--- src/hw/tlb_pkg.sv ---
// ========================================
// Shared sizes, entry and request types, register map and
// opcode encodings for the TLB subsystem
// Other files refer to these by scoped names
// ========================================

package tlb_pkg;

  localparam int VA_W        = 32;
  localparam int ENTRY_NUM   = 16;
  localparam int IDX_W       = 4;
  localparam int ASID_W      = 10;
  localparam int PPN_W       = 20;
  localparam int VPPN_W      = 19;
  localparam int QUEUE_DEPTH = 4;
  localparam int QUEUE_PTR_W = $clog2(QUEUE_DEPTH);

  // Page size field values, 4 KB and 2 MB
  localparam logic [5:0] PS_4K = 6'd12;
  localparam logic [5:0] PS_2M = 6'd21;

  // ELO word: [0] V, [1] D, [3:2] PLV, [5:4] MAT, [6] G, [27:8] PPN
  localparam logic [31:0] ELO_MASK = 32'h0FFF_FF7F;

  // One entry maps an even/odd page pair, index 1 is the odd half
  typedef struct packed {
    logic                        exist;
    logic                        glo;
    logic [ASID_W-1:0]           asid;
    logic [VPPN_W-1:0]           vppn;
    logic [5:0]                  page_size;
    logic [1:0]                  valid;
    logic [1:0]                  dirty;
    logic [1:0][1:0]             plv;
    logic [1:0][1:0]             mat;
    logic [1:0][PPN_W-1:0]       ppn;
  } tlb_entry_t;

  typedef struct packed {
    logic [VA_W-1:0] va;
    logic            store;
    logic [1:0]      plv;
  } lookup_req_t;

  // ========================================
  // Register map and command encodings
  // ========================================

  // IDX word: [3:0] index, [29:24] page size, [31] not-exist
  // CMD word: [1:0] op, [6:4] invalidate option
  typedef enum logic [2:0] {
    CFG_ASID   = 3'd0,
    CFG_EHI    = 3'd1,
    CFG_ELO0   = 3'd2,
    CFG_ELO1   = 3'd3,
    CFG_IDX    = 3'd4,
    CFG_CMD    = 3'd5,
    CFG_INV_VA = 3'd6
  } cfg_addr_e;

  typedef enum logic [1:0] {
    OP_NONE  = 2'd0,
    OP_WRITE = 2'd1,
    OP_READ  = 2'd2,
    OP_INV   = 2'd3
  } maint_op_e;

  typedef enum logic [2:0] {
    INV_ALL0         = 3'd0,
    INV_ALL1         = 3'd1,
    INV_GLO1         = 3'd2,
    INV_GLO0         = 3'd3,
    INV_GLO0_ASID    = 3'd4,
    INV_GLO0_ASID_VA = 3'd5,
    INV_GLO1_ASID_VA = 3'd6
  } inv_opt_e;

  typedef enum logic [2:0] {
    EXC_NONE    = 3'd0,
    EXC_REFILL  = 3'd1,
    EXC_INVALID = 3'd2,
    EXC_PRIV    = 3'd3,
    EXC_MODIFY  = 3'd4
  } tlb_exc_e;

endpackage

--- src/hw/tlb_lookup_if.sv ---
// ========================================
// Registered lookup result, passed from the entry store
// to the translation stage one cycle after dequeue
// ========================================

`timescale 1ns/100ps

interface tlb_lookup_if;

  logic                         rvalid;
  tlb_pkg::lookup_req_t         req;
  logic                         hit;
  logic [tlb_pkg::IDX_W-1:0]    hit_idx;
  logic [5:0]                   page_size;
  // Fields of the half picked by the parity bit
  logic                         valid;
  logic                         dirty;
  logic [1:0]                   plv;
  logic [1:0]                   mat;
  logic [tlb_pkg::PPN_W-1:0]    ppn;

  modport store (
    output rvalid, req, hit, hit_idx, page_size, valid, dirty, plv, mat, ppn
  );

  modport xlate (
    input  rvalid, req, hit, hit_idx, page_size, valid, dirty, plv, mat, ppn
  );

endinterface

--- src/hw/tlb_maint_if.sv ---
// ========================================
// Maintenance channel between the register block and the
// entry store, plus the combinational read-back entry
// ========================================

`timescale 1ns/100ps

interface tlb_maint_if;

  // Any op other than OP_NONE is a single-cycle pulse
  tlb_pkg::maint_op_e                op;
  logic [tlb_pkg::IDX_W-1:0]         idx;
  tlb_pkg::tlb_entry_t               entry;
  tlb_pkg::inv_opt_e                 inv_opt;
  // Current ASID, used for lookups and invalidation
  logic [tlb_pkg::ASID_W-1:0]        asid;
  logic [tlb_pkg::VPPN_W-1:0]        vppn;
  tlb_pkg::tlb_entry_t               rd_entry;

  modport cfg (
    output op, idx, entry, inv_opt, asid, vppn,
    input  rd_entry
  );

  modport store (
    input  op, idx, entry, inv_opt, asid, vppn,
    output rd_entry
  );

endinterface

--- src/hw/tlb_cfg_regs.sv ---
// ========================================
// Configuration registers: current ASID, entry staging
// registers and the command port that issues maintenance ops
// A CMD write becomes a one-cycle op on the next cycle
// ========================================

`timescale 1ns/100ps

module tlb_cfg_regs (
  input  logic               clk,
  input  logic               s_rst_n,
  input  logic               cfg_we_i,
  input  tlb_pkg::cfg_addr_e cfg_addr_i,
  input  logic [31:0]        cfg_wdata_i,
  output logic [31:0]        cfg_rdata_o,
  tlb_maint_if.cfg           maint
);

  logic [tlb_pkg::ASID_W-1:0] asid_q;
  logic [tlb_pkg::VPPN_W-1:0] ehi_q;
  logic [31:0]                elo0_q;
  logic [31:0]                elo1_q;
  logic [tlb_pkg::IDX_W-1:0]  idx_q;
  logic [5:0]                 ps_q;
  logic                       ne_q;
  logic [tlb_pkg::VPPN_W-1:0] inv_vppn_q;
  tlb_pkg::maint_op_e         op_q;
  tlb_pkg::inv_opt_e          inv_opt_q;

  // Rebuild an ELO word from one half of an entry
  function automatic logic [31:0] elo_word(tlb_pkg::tlb_entry_t e, logic odd);
    return {4'b0, e.ppn[odd], 1'b0, e.glo, e.mat[odd], e.plv[odd],
            e.dirty[odd], e.valid[odd]};
  endfunction

  always_ff @(posedge clk or negedge s_rst_n) begin
    if (!s_rst_n) begin
      asid_q     <= '0;
      ehi_q      <= '0;
      elo0_q     <= '0;
      elo1_q     <= '0;
      idx_q      <= '0;
      ps_q       <= '0;
      ne_q       <= 1'b0;
      inv_vppn_q <= '0;
      op_q       <= tlb_pkg::OP_NONE;
      inv_opt_q  <= tlb_pkg::INV_ALL0;
    end else begin
      op_q <= tlb_pkg::OP_NONE;
      // Read-back lands at the op edge
      if (op_q == tlb_pkg::OP_READ) begin
        ehi_q  <= maint.rd_entry.vppn;
        elo0_q <= elo_word(maint.rd_entry, 1'b0);
        elo1_q <= elo_word(maint.rd_entry, 1'b1);
        ps_q   <= maint.rd_entry.page_size;
        ne_q   <= !maint.rd_entry.exist;
      end
      if (cfg_we_i) begin
        case (cfg_addr_i)
          tlb_pkg::CFG_ASID:   asid_q <= cfg_wdata_i[tlb_pkg::ASID_W-1:0];
          tlb_pkg::CFG_EHI:    ehi_q  <= cfg_wdata_i[31:13];
          tlb_pkg::CFG_ELO0:   elo0_q <= cfg_wdata_i & tlb_pkg::ELO_MASK;
          tlb_pkg::CFG_ELO1:   elo1_q <= cfg_wdata_i & tlb_pkg::ELO_MASK;
          tlb_pkg::CFG_IDX: begin
            idx_q <= cfg_wdata_i[tlb_pkg::IDX_W-1:0];
            ps_q  <= cfg_wdata_i[29:24];
            ne_q  <= cfg_wdata_i[31];
          end
          tlb_pkg::CFG_CMD: begin
            op_q      <= tlb_pkg::maint_op_e'(cfg_wdata_i[1:0]);
            inv_opt_q <= tlb_pkg::inv_opt_e'(cfg_wdata_i[6:4]);
          end
          tlb_pkg::CFG_INV_VA: inv_vppn_q <= cfg_wdata_i[31:13];
          default: ;
        endcase
      end
    end
  end

  always_comb begin
    case (cfg_addr_i)
      tlb_pkg::CFG_ASID:   cfg_rdata_o = {22'b0, asid_q};
      tlb_pkg::CFG_EHI:    cfg_rdata_o = {ehi_q, 13'b0};
      tlb_pkg::CFG_ELO0:   cfg_rdata_o = elo0_q;
      tlb_pkg::CFG_ELO1:   cfg_rdata_o = elo1_q;
      tlb_pkg::CFG_IDX:    cfg_rdata_o = {ne_q, 1'b0, ps_q, 20'b0, idx_q};
      tlb_pkg::CFG_INV_VA: cfg_rdata_o = {inv_vppn_q, 13'b0};
      default:             cfg_rdata_o = '0;
    endcase
  end

  // ========================================
  // Maintenance op assembled from staging
  // ========================================
  assign maint.op      = op_q;
  assign maint.idx     = idx_q;
  assign maint.inv_opt = inv_opt_q;
  assign maint.asid    = asid_q;
  assign maint.vppn    = inv_vppn_q;

  always_comb begin
    maint.entry.exist     = !ne_q;
    // Global only when both halves say so
    maint.entry.glo       = elo0_q[6] & elo1_q[6];
    maint.entry.asid      = asid_q;
    maint.entry.vppn      = ehi_q;
    maint.entry.page_size = ps_q;
    maint.entry.valid     = {elo1_q[0], elo0_q[0]};
    maint.entry.dirty     = {elo1_q[1], elo0_q[1]};
    maint.entry.plv       = {elo1_q[3:2], elo0_q[3:2]};
    maint.entry.mat       = {elo1_q[5:4], elo0_q[5:4]};
    maint.entry.ppn       = {elo1_q[27:8], elo0_q[27:8]};
  end

endmodule

--- src/hw/tlb_entry_store.sv ---
// ========================================
// Fully associative entry store
// Applies write and invalidate ops, serves read-back, and
// registers one lookup per dequeued request
// Lookups stall while any maintenance op is active
// ========================================

`timescale 1ns/100ps

module tlb_entry_store (
  input  logic                 clk,
  input  logic                 s_rst_n,
  input  logic                 deq_i,
  input  tlb_pkg::lookup_req_t deq_req_i,
  output logic                 stall_o,
  tlb_maint_if.store           maint,
  tlb_lookup_if.store          lookup
);

  tlb_pkg::tlb_entry_t [tlb_pkg::ENTRY_NUM-1:0] entries_q;

  logic [tlb_pkg::ENTRY_NUM-1:0] match;
  logic [tlb_pkg::ENTRY_NUM-1:0] asid_eq;
  logic [tlb_pkg::ENTRY_NUM-1:0] va_eq;
  logic [tlb_pkg::ENTRY_NUM-1:0] inv_hit;
  logic [tlb_pkg::IDX_W-1:0]     hit_idx;
  tlb_pkg::tlb_entry_t           hit_entry;
  logic                          odd;

  // Page compare above bit 13 for 4 KB, above bit 22 for 2 MB
  function automatic logic vpn_match(tlb_pkg::tlb_entry_t e,
                                     logic [tlb_pkg::VPPN_W-1:0] vppn);
    if (e.page_size == tlb_pkg::PS_4K) begin
      return e.vppn == vppn;
    end
    return e.vppn[18:9] == vppn[18:9];
  endfunction

  assign stall_o        = (maint.op != tlb_pkg::OP_NONE);
  assign maint.rd_entry = entries_q[maint.idx];

  // ========================================
  // Associative match
  // ========================================
  always_comb begin
    hit_idx   = '0;
    hit_entry = '0;
    for (int i = 0; i < tlb_pkg::ENTRY_NUM; i++) begin
      match[i] = entries_q[i].exist &&
                 (entries_q[i].glo || entries_q[i].asid == maint.asid) &&
                 vpn_match(entries_q[i], deq_req_i.va[31:13]);
      // At most one entry matches, so OR-ing selects it
      if (match[i]) begin
        hit_idx   = hit_idx | i[tlb_pkg::IDX_W-1:0];
        hit_entry = hit_entry | entries_q[i];
      end
    end
  end

  assign odd = (hit_entry.page_size == tlb_pkg::PS_4K) ? deq_req_i.va[12] : deq_req_i.va[21];

  always_ff @(posedge clk or negedge s_rst_n) begin
    if (!s_rst_n) begin
      lookup.rvalid <= 1'b0;
    end else begin
      lookup.rvalid <= deq_i;
    end
  end

  always_ff @(posedge clk) begin
    lookup.req       <= deq_req_i;
    lookup.hit       <= |match;
    lookup.hit_idx   <= hit_idx;
    lookup.page_size <= hit_entry.page_size;
    lookup.valid     <= hit_entry.valid[odd];
    lookup.dirty     <= hit_entry.dirty[odd];
    lookup.plv       <= hit_entry.plv[odd];
    lookup.mat       <= hit_entry.mat[odd];
    lookup.ppn       <= hit_entry.ppn[odd];
  end

  // ========================================
  // Write and invalidate
  // ========================================
  always_comb begin
    for (int i = 0; i < tlb_pkg::ENTRY_NUM; i++) begin
      asid_eq[i] = (entries_q[i].asid == maint.asid);
      va_eq[i]   = vpn_match(entries_q[i], maint.vppn);
      case (maint.inv_opt)
        tlb_pkg::INV_ALL0,
        tlb_pkg::INV_ALL1:         inv_hit[i] = 1'b1;
        tlb_pkg::INV_GLO1:         inv_hit[i] = entries_q[i].glo;
        tlb_pkg::INV_GLO0:         inv_hit[i] = !entries_q[i].glo;
        tlb_pkg::INV_GLO0_ASID:    inv_hit[i] = !entries_q[i].glo && asid_eq[i];
        tlb_pkg::INV_GLO0_ASID_VA: inv_hit[i] = !entries_q[i].glo && asid_eq[i] && va_eq[i];
        tlb_pkg::INV_GLO1_ASID_VA: inv_hit[i] = entries_q[i].glo && asid_eq[i] && va_eq[i];
        default:                   inv_hit[i] = 1'b0;
      endcase
    end
  end

  always_ff @(posedge clk or negedge s_rst_n) begin
    if (!s_rst_n) begin
      entries_q <= '0;
    end else if (maint.op == tlb_pkg::OP_WRITE) begin
      entries_q[maint.idx] <= maint.entry;
    end else if (maint.op == tlb_pkg::OP_INV) begin
      for (int i = 0; i < tlb_pkg::ENTRY_NUM; i++) begin
        if (inv_hit[i]) begin
          entries_q[i] <= '0;
        end
      end
    end
  end

endmodule

--- src/hw/tlb_req_queue.sv ---
// ========================================
// Four-deep request queue with credit return
// One credit comes back the cycle after each dequeue
// ========================================

`timescale 1ns/100ps

module tlb_req_queue (
  input  logic                 clk,
  input  logic                 s_rst_n,
  input  logic                 req_valid_i,
  input  tlb_pkg::lookup_req_t req_i,
  output logic                 credit_o,
  input  logic                 stall_i,
  output logic                 deq_o,
  output tlb_pkg::lookup_req_t deq_req_o
);

  tlb_pkg::lookup_req_t            mem_q [tlb_pkg::QUEUE_DEPTH];
  // Pointers carry one wrap bit
  logic [tlb_pkg::QUEUE_PTR_W:0]   wr_ptr_q;
  logic [tlb_pkg::QUEUE_PTR_W:0]   rd_ptr_q;
  logic [tlb_pkg::QUEUE_PTR_W:0]   count;

  assign count     = wr_ptr_q - rd_ptr_q;
  assign deq_o     = (count != '0) && !stall_i;
  assign deq_req_o = mem_q[rd_ptr_q[tlb_pkg::QUEUE_PTR_W-1:0]];

  always_ff @(posedge clk or negedge s_rst_n) begin
    if (!s_rst_n) begin
      wr_ptr_q <= '0;
      rd_ptr_q <= '0;
      credit_o <= 1'b0;
    end else begin
      if (req_valid_i) begin
        wr_ptr_q <= wr_ptr_q + 1'b1;
      end
      if (deq_o) begin
        rd_ptr_q <= rd_ptr_q + 1'b1;
      end
      credit_o <= deq_o;
    end
  end

  // Storage only
  always_ff @(posedge clk) begin
    if (req_valid_i) begin
      mem_q[wr_ptr_q[tlb_pkg::QUEUE_PTR_W-1:0]] <= req_i;
    end
  end

endmodule

--- src/hw/tlb_top.sv ---
// ========================================
// TLB subsystem top level
// Credit-based request port, register port for maintenance,
// in-order translation responses
// ========================================

`timescale 1ns/100ps

module tlb_top (
  input  logic                     clk,
  input  logic                     s_rst_n,
  // Lookup requests
  input  logic                     req_valid_i,
  input  logic [tlb_pkg::VA_W-1:0] req_va_i,
  input  logic                     req_store_i,
  input  logic [1:0]               req_plv_i,
  output logic                     credit_o,
  // Register port
  input  logic                     cfg_we_i,
  input  tlb_pkg::cfg_addr_e       cfg_addr_i,
  input  logic [31:0]              cfg_wdata_i,
  output logic [31:0]              cfg_rdata_o,
  // Responses
  output logic                     rsp_valid_o,
  output logic [tlb_pkg::VA_W-1:0] rsp_pa_o,
  output tlb_pkg::tlb_exc_e        rsp_exc_o,
  output logic [1:0]               rsp_mat_o
);

  logic                 stall;
  logic                 deq;
  tlb_pkg::lookup_req_t deq_req;

  tlb_maint_if  maint_if ();
  tlb_lookup_if lookup_if ();

  tlb_cfg_regs i_cfg_regs (
    .clk         (clk),
    .s_rst_n     (s_rst_n),
    .cfg_we_i    (cfg_we_i),
    .cfg_addr_i  (cfg_addr_i),
    .cfg_wdata_i (cfg_wdata_i),
    .cfg_rdata_o (cfg_rdata_o),
    .maint       (maint_if.cfg)
  );

  tlb_req_queue i_req_queue (
    .clk         (clk),
    .s_rst_n     (s_rst_n),
    .req_valid_i (req_valid_i),
    .req_i       ({req_va_i, req_store_i, req_plv_i}),
    .credit_o    (credit_o),
    .stall_i     (stall),
    .deq_o       (deq),
    .deq_req_o   (deq_req)
  );

  tlb_entry_store i_entry_store (
    .clk       (clk),
    .s_rst_n   (s_rst_n),
    .deq_i     (deq),
    .deq_req_i (deq_req),
    .stall_o   (stall),
    .maint     (maint_if.store),
    .lookup    (lookup_if.store)
  );

  tlb_translate i_translate (
    .clk         (clk),
    .s_rst_n     (s_rst_n),
    .lookup      (lookup_if.xlate),
    .rsp_valid_o (rsp_valid_o),
    .rsp_pa_o    (rsp_pa_o),
    .rsp_exc_o   (rsp_exc_o),
    .rsp_mat_o   (rsp_mat_o)
  );

endmodule

--- src/hw/tlb_translate.sv ---
// ========================================
// Translation stage: forms the physical address and checks
// the hit entry, one registered stage after the lookup
// ========================================

`timescale 1ns/100ps

module tlb_translate (
  input  logic                    clk,
  input  logic                    s_rst_n,
  tlb_lookup_if.xlate             lookup,
  output logic                    rsp_valid_o,
  output logic [tlb_pkg::VA_W-1:0] rsp_pa_o,
  output tlb_pkg::tlb_exc_e       rsp_exc_o,
  output logic [1:0]              rsp_mat_o
);

  logic [tlb_pkg::VA_W-1:0] pa;
  tlb_pkg::tlb_exc_e        exc;

  always_comb begin
    // Page offset width follows the page size
    if (lookup.page_size == tlb_pkg::PS_4K) begin
      pa = {lookup.ppn, lookup.req.va[11:0]};
    end else begin
      pa = {lookup.ppn[tlb_pkg::PPN_W-1:9], lookup.req.va[20:0]};
    end

    // Checked in priority order
    if (!lookup.hit) begin
      exc = tlb_pkg::EXC_REFILL;
    end else if (!lookup.valid) begin
      exc = tlb_pkg::EXC_INVALID;
    end else if (lookup.req.plv > lookup.plv) begin
      exc = tlb_pkg::EXC_PRIV;
    end else if (lookup.req.store && !lookup.dirty) begin
      exc = tlb_pkg::EXC_MODIFY;
    end else begin
      exc = tlb_pkg::EXC_NONE;
    end
  end

  always_ff @(posedge clk or negedge s_rst_n) begin
    if (!s_rst_n) begin
      rsp_valid_o <= 1'b0;
    end else begin
      rsp_valid_o <= lookup.rvalid;
    end
  end

  always_ff @(posedge clk) begin
    rsp_pa_o  <= (exc == tlb_pkg::EXC_NONE) ? pa : '0;
    rsp_exc_o <= exc;
    rsp_mat_o <= lookup.mat;
  end

endmodule

--- config.mk ---
export PLATFORM = sky130hd
export DESIGN_NAME = tlb_top
export DESIGN_NICKNAME = d
export VERILOG_FILES = /design/src/hw/tlb_pkg.sv /design/src/hw/tlb_lookup_if.sv /design/src/hw/tlb_maint_if.sv /design/src/hw/tlb_cfg_regs.sv /design/src/hw/tlb_entry_store.sv /design/src/hw/tlb_req_queue.sv /design/src/hw/tlb_top.sv /design/src/hw/tlb_translate.sv
export SDC_FILE = /design/constraint.sdc
export NUM_CORES = 2
export LEC_CHECK = 0
export BUFFER_PORTS_ARGS = -buffer_cell sky130_fd_sc_hd__buf_4
export CORE_MARGIN = 2
export CORE_UTILIZATION = 30
export CTS_CLUSTER_SIZE = 30
export DETAILED_ROUTE_END_ITERATION = 10
export HOLD_SLACK_MARGIN = 0.08
export PLACE_DENSITY = 0.5
export SLEW_MARGIN = 20
export SYNTH_ARGS = -nofsm -noshare
export SYNTH_HDL_FRONTEND = slang
export SYNTH_HIERARCHICAL = 1
export SYNTH_SLANG_ARGS = --single-unit
export TNS_END_PERCENT = 1
--- constraint.sdc ---
create_clock -name clk -period 12.27 [get_ports clk]
set_input_delay 0.6135 -clock clk [delete_from_list [all_inputs] [get_ports clk]]
set_output_delay 0.6135 -clock clk [all_outputs]
set_load 0.005 [all_outputs]
After elaboration in Yosys (flattened, before gate mapping)
Memories as Yosys holds them, arrays and structs flattened.
Index checks and enable logic that the tools add are counted.
{"block": "word_totals", "ram_bits": 140, "regBits": 1654, "in_bits": 74, "word_cells": 722, "memories": 1}
{"block": "op_classes", "order_cmp": 4, "reduce_logical": 179, "eq_ne": 113, "n_mux": 171, "n_bitwise": 16, "addsub": 3}
{"name": "i_req_queue.mem_q", "words": 4, "word_bits": 35, "read_ports": 1, "rd_clocked_by_memory_dff": 0, "write_ports": 1, "line": "tlb_req_queue.sv:19", "source": "tlb_pkg::lookup_req_t mem_q [tlb_pkg::QUEUE_DEPTH];"}
{"operator": "1424-bit two-way mux", "n": 2}
{"operator": "89-bit two-way mux", "n": 18}
{"operator": "1424-bit bitwise mux", "n": 1}
{"operator": "58-bit two-way mux", "n": 16}
{"operator": "58-bit bitwise OR", "n": 15}
{"operator": "19-bit == test", "n": 32}
{"operator": "10-bit == test", "n": 48}
{"operator": "89-bit binary-select mux with 4-bit select", "n": 1}
{"operator": "89-bit demux with 4-bit select", "n": 1}
{"operator": "32-bit two-way mux", "n": 6}
{"operator": "32-bit case mux with 6 select lines", "n": 1}
{"operator": "6-bit by 4-bit == test with 1-bit output, second input constant", "n": 18}
{"operator": "1-bit logical AND", "n": 99}
{"operator": "1-bit case mux with 6 select lines", "n": 16}
{"operator": "1-bit two-way mux", "n": 90}
{"operator": "19-bit two-way mux", "n": 3}
{"operator": "20-bit two-way mux", "n": 2}
{"operator": "2-bit AND reduction", "n": 20}
{"operator": "2-bit nonzero test", "n": 18}
{"operator": "21-bit two-way mux", "n": 1}
{"operator": "1-bit logical NOT", "n": 20}
{"operator": "3-bit == test, second input constant", "n": 6}
{"operator": "6-bit two-way mux", "n": 3}
{"operator": "1-bit logical OR", "n": 16}
{"operator": "17 further kinds", "n": 33}

Longest topological paths before layout
An unclocked memory read counts as a cell.
{"block": "logic_depth", "ltp_word": 40, "mapped_depth": 18, "depth_no_buf": 12}

By module
Netlist, hierarchy kept.
{"mod": "tlb_entry_store", "area_per_inst_um2": 79361.1, "cells_per_inst": 7716, "instances": 1}
{"mod": "tlb_cfg_regs", "area_per_inst_um2": 6926.6, "cells_per_inst": 689, "instances": 1}
{"mod": "tlb_req_queue", "area_per_inst_um2": 5457.7, "cells_per_inst": 217, "instances": 1}
{"mod": "tlb_translate", "area_per_inst_um2": 1330.0, "cells_per_inst": 116, "instances": 1}

Least setup slack after synthesis
Ideal clock, no wire load.
{"block": "synth_timing", "kind": "reg-to-reg", "from": "register i_req_queue/rd_ptr_q[0] (netlist name)", "to": "register i_entry_store.lookup.mat[0]", "slack_ps": 7886, "arrival_ps": 4262, "setup_ps": 121, "n_path_buf": 5, "synth_period_minus_slack_ps": 4384, "stages_incl_launch_ff": 18, "path_cell_list": "dfrtp_1 -> buf_2 -> buf_4 -> mux4_2 -> buf_2 -> buf_6 -> xnor2_1 -> nand4_1 -> or3_1 -> nor3_4 -> a22o_1 -> a221oi_1 -> nand4_2 -> nand3b_4 -> nor4_4 -> mux2i_4 -> buf_6 -> mux2_4"}
{"item": "start, declared", "line": "tlb_req_queue.sv:22", "source": "logic [tlb_pkg::QUEUE_PTR_W:0] rd_ptr_q;"}
{"item": "start signal, assigned", "line": "tlb_req_queue.sv:39", "source": "rd_ptr_q <= rd_ptr_q + 1'b1;"}
{"item": "end, declared", "line": "tlb_lookup_if.sv:23", "source": "output rvalid, req, hit, hit_idx, page_size, valid, dirty, plv, mat, ppn"}

==> out/metrics.cfg <==
[power]
comb_power_share=0.223
p_leak_nw=41.5
p_per_area_nw_per_um2=163
finalPower_mw=17.0
vdd_drop_max_mv=0.117
switchingPower_mw=5.50
sequentialPowerShare=0.387
internal_power_mw=11.5
pwr-share-clk=0.390
netSwitchingFraction=0.324

[global_route]
globalRouteOverflowTotal=0
grt_max_degree=155
grt_usage=0.295
antenna_found_initial=48
grt_pass1_vias=75758
grt_pass1_wl_um=641000

[cells_and_area]
drive_above_1_share=0.156
post-route-util=0.343
final_nets=8544
syn2layout_area_growth_pct=13.7

[sta]
fmax_mhz=144
fin_ws_ns=5.33
fin_setup_tns_ns=0
final_max_slew_viol_count=0
min_period_over_period=0.565
setup_viol=0
relSlewSlack=0.0937
clock_skew_ns=0.137
post-route-min-period_ns=6.94
hold_violations=0
worst_pin_slew_ns=1.35
rsz0062_at_grt=no

[clock_network]
path_clk_slew_ns=0.06
cts_max_level=4
cts_sinks=1795
clockBufferDepth=4
clock_latency_ns=0.94
cts_resized=0
clockRootBuffer=clkbuf_16
numCtsBuffers=211
postCtsSetupBuffers=0
cts-hold-fix-buffers=65
cts_tree=done

[detailed_routing]
viasPerCell=6.19
via_count=78251
drc=0
route.final.wire_length_um=467000
wl_per_cell_um=37.0
dr.pass1.iters=10
postRouteAntennaNets=0
drt_iter0_markers=11097

[placement]
post-dp-hpwl_um=288000
gp_congestion=0.992
dp_slack_ns=5.55
portBuffers=144

[floorplanning]
core_area_sq_um=303000
dieArea_sq_um=310000
ioPinCount=145
initial_core_util=0.302
die_y_um=557
rows=202
die_w_um=557

[critical_path]
cp-start-kind=flip-flop
critPathMaxFanout=26
path_cells=buf_4 > mux4_2 > xnor2_1 > nand4_1 > nor3_1 > nor2b_1 > nor2b_2 > buf_4 > a22oi_1 > nand4_2 > nand3b_4 > nor4_4 > mux2i_4 > buf_4 > mux2_2
cp-end-kind=flip-flop
cp_slowest_cell=mux4_2
worstPathRequired_ns=13.05
cp_slowest_stage_delay_ns=0.93
critPathTopFamily=simple AND/OR/NAND/NOR gates
worstSetupPathType=reg -> reg
crit_arrival_ns=7.72
cp_common_cell=buf_4
cp_num_buf_inv=3

[yosys]
syn_nets=8749
synth_area_sq_um=91600
netlist_instances=8666
synth.avg_cell_area_sq_um=10.6
yosys_warnings=6

[min_path]
hold_class=in -> reg

[job]
maxCapViolations=0

[outcome]
outcome=completed

metrics by stage:
| stage | instances | hold WS [ns] | instance area [sq um] |
|---|---|---|---|
| floorplan | 8666 | 0.310 | 91600 |
| global placement | 12160 | 0.349 | 96200 |
| detailed placement | 12160 | 0.348 | 96200 |
| CTS | 12610 | 0.0811 | 104000 |
| global route | 12614 | 0.126 | 104000 |
| finish | 12643 | 0.122 | 104000 |
layout make-up:
class                      count  area, sq um
tap                         3978         4980
multi-input combinational   6012        43200
antenna                       32         80.1
clock inverter                92         1160
timing repair buffer         421         3530
sequential                  1795        45200
inverter                      20         75.1
fill                       30257       199000
clock buffer                 293         5990
final timing paths:
| check | slack [ns] | end | cells after the start | from |
|---|---|---|---|---|
| min | 0.12 | i_cfg_regs/ehi_q[11] | 3 | cfg_wdata_i[24] |
| max | 5.33 | i_entry_store/lookup.valid | 15 | i_req_queue/rd_ptr_q[0] |
| max in group asynchronous | 8.76 | i_req_queue/rd_ptr_q[1] | 5 | s_rst_n |
| max reg2reg | 5.33 | i_entry_store/lookup.valid | 15 | i_req_queue/rd_ptr_q[0] |
| min reg2reg | 0.35 | i_translate/rsp_valid_o | 0 | i_entry_store/lookup.rvalid |
| min in group asynchronous | 0.35 | i_entry_store/entries_q[1079] | 2 | s_rst_n |
per-layer routing:
metal | routed length [um] | GRT usage | share of wire
met3 | 56500 | 0.0911 | 0.12
met2 | 196000 | 0.424 | 0.42
met5 | 301 | 0.00313 | 0.00064
met1 | 181000 | 0.386 | 0.39
met4 | 32800 | 0.180 | 0.070
registers in the layout (all words and copies together) (netlist names), 2 cells and up:
| register | flops |
|---|---|
| i_entry_store/lookup.req | 24 |
| i_cfg_regs/maint.op | 2 |
| i_cfg_regs/maint.inv_opt | 3 |
| i_translate/rsp_pa_o | 32 |
| i_cfg_regs/ehi_q | 19 |
| i_entry_store/lookup.ppn | 20 |
| i_cfg_regs/elo1_q | 32 |
| i_entry_store/lookup.plv | 2 |
| i_req_queue/rd_ptr_q | 3 |
| i_entry_store/entries_q | 1424 |
| i_translate/rsp_mat_o | 2 |
| i_cfg_regs/ps_q | 6 |
| i_cfg_regs/elo0_q | 32 |
| i_entry_store/lookup.page_size | 6 |
| i_cfg_regs/maint.idx | 4 |
| i_cfg_regs/maint.vppn | 19 |
| i_req_queue/mem_q | 140 |
| i_entry_store/lookup.mat | 2 |
| i_cfg_regs/maint.asid | 10 |
| i_req_queue/wr_ptr_q | 3 |
| i_translate/rsp_exc_o | 3 |
worst reg2reg max path, stage by stage (launching register included):
cell and delay (ns):
dfrtp_2 0.80, buf_4 0.63, mux4_2 0.96, xnor2_1 0.36, nand4_1 0.15, nor3_1 0.61
nor2b_1 0.46, nor2b_2 0.23, buf_4 0.38, a22oi_1 0.18, nand4_2 0.21, nand3b_4 0.10
nor4_4 0.23, mux2i_4 0.29, buf_4 0.76, mux2_2 0.44
power groups by stage:
stage	clock [mW]	combinational, mW	sequential (mW)
after floorplan	0	2.63	6.50
after global placement	0	3.65	6.66
after detailed placement	0	3.69	6.66
after CTS	6.68	3.72	6.56
after global routing	6.92	3.96	6.58
final	6.61	3.78	6.57
cell usage in the layout (no fill, tap or decap), drive strengths merged, types with 94 or more instances in the layout:
master  count
nand2    1722
dfrtp    1561
o21ai    1497
mux4      430
xor2      405
xnor2     385
buf       356
clkbuf    293
nand4     182
a22o      178
a221oi    168
nor2      166
edfxtp    140
a22oi     110
mux2i     108
dfxtp      94
Power figures use the tool's default switching activity.
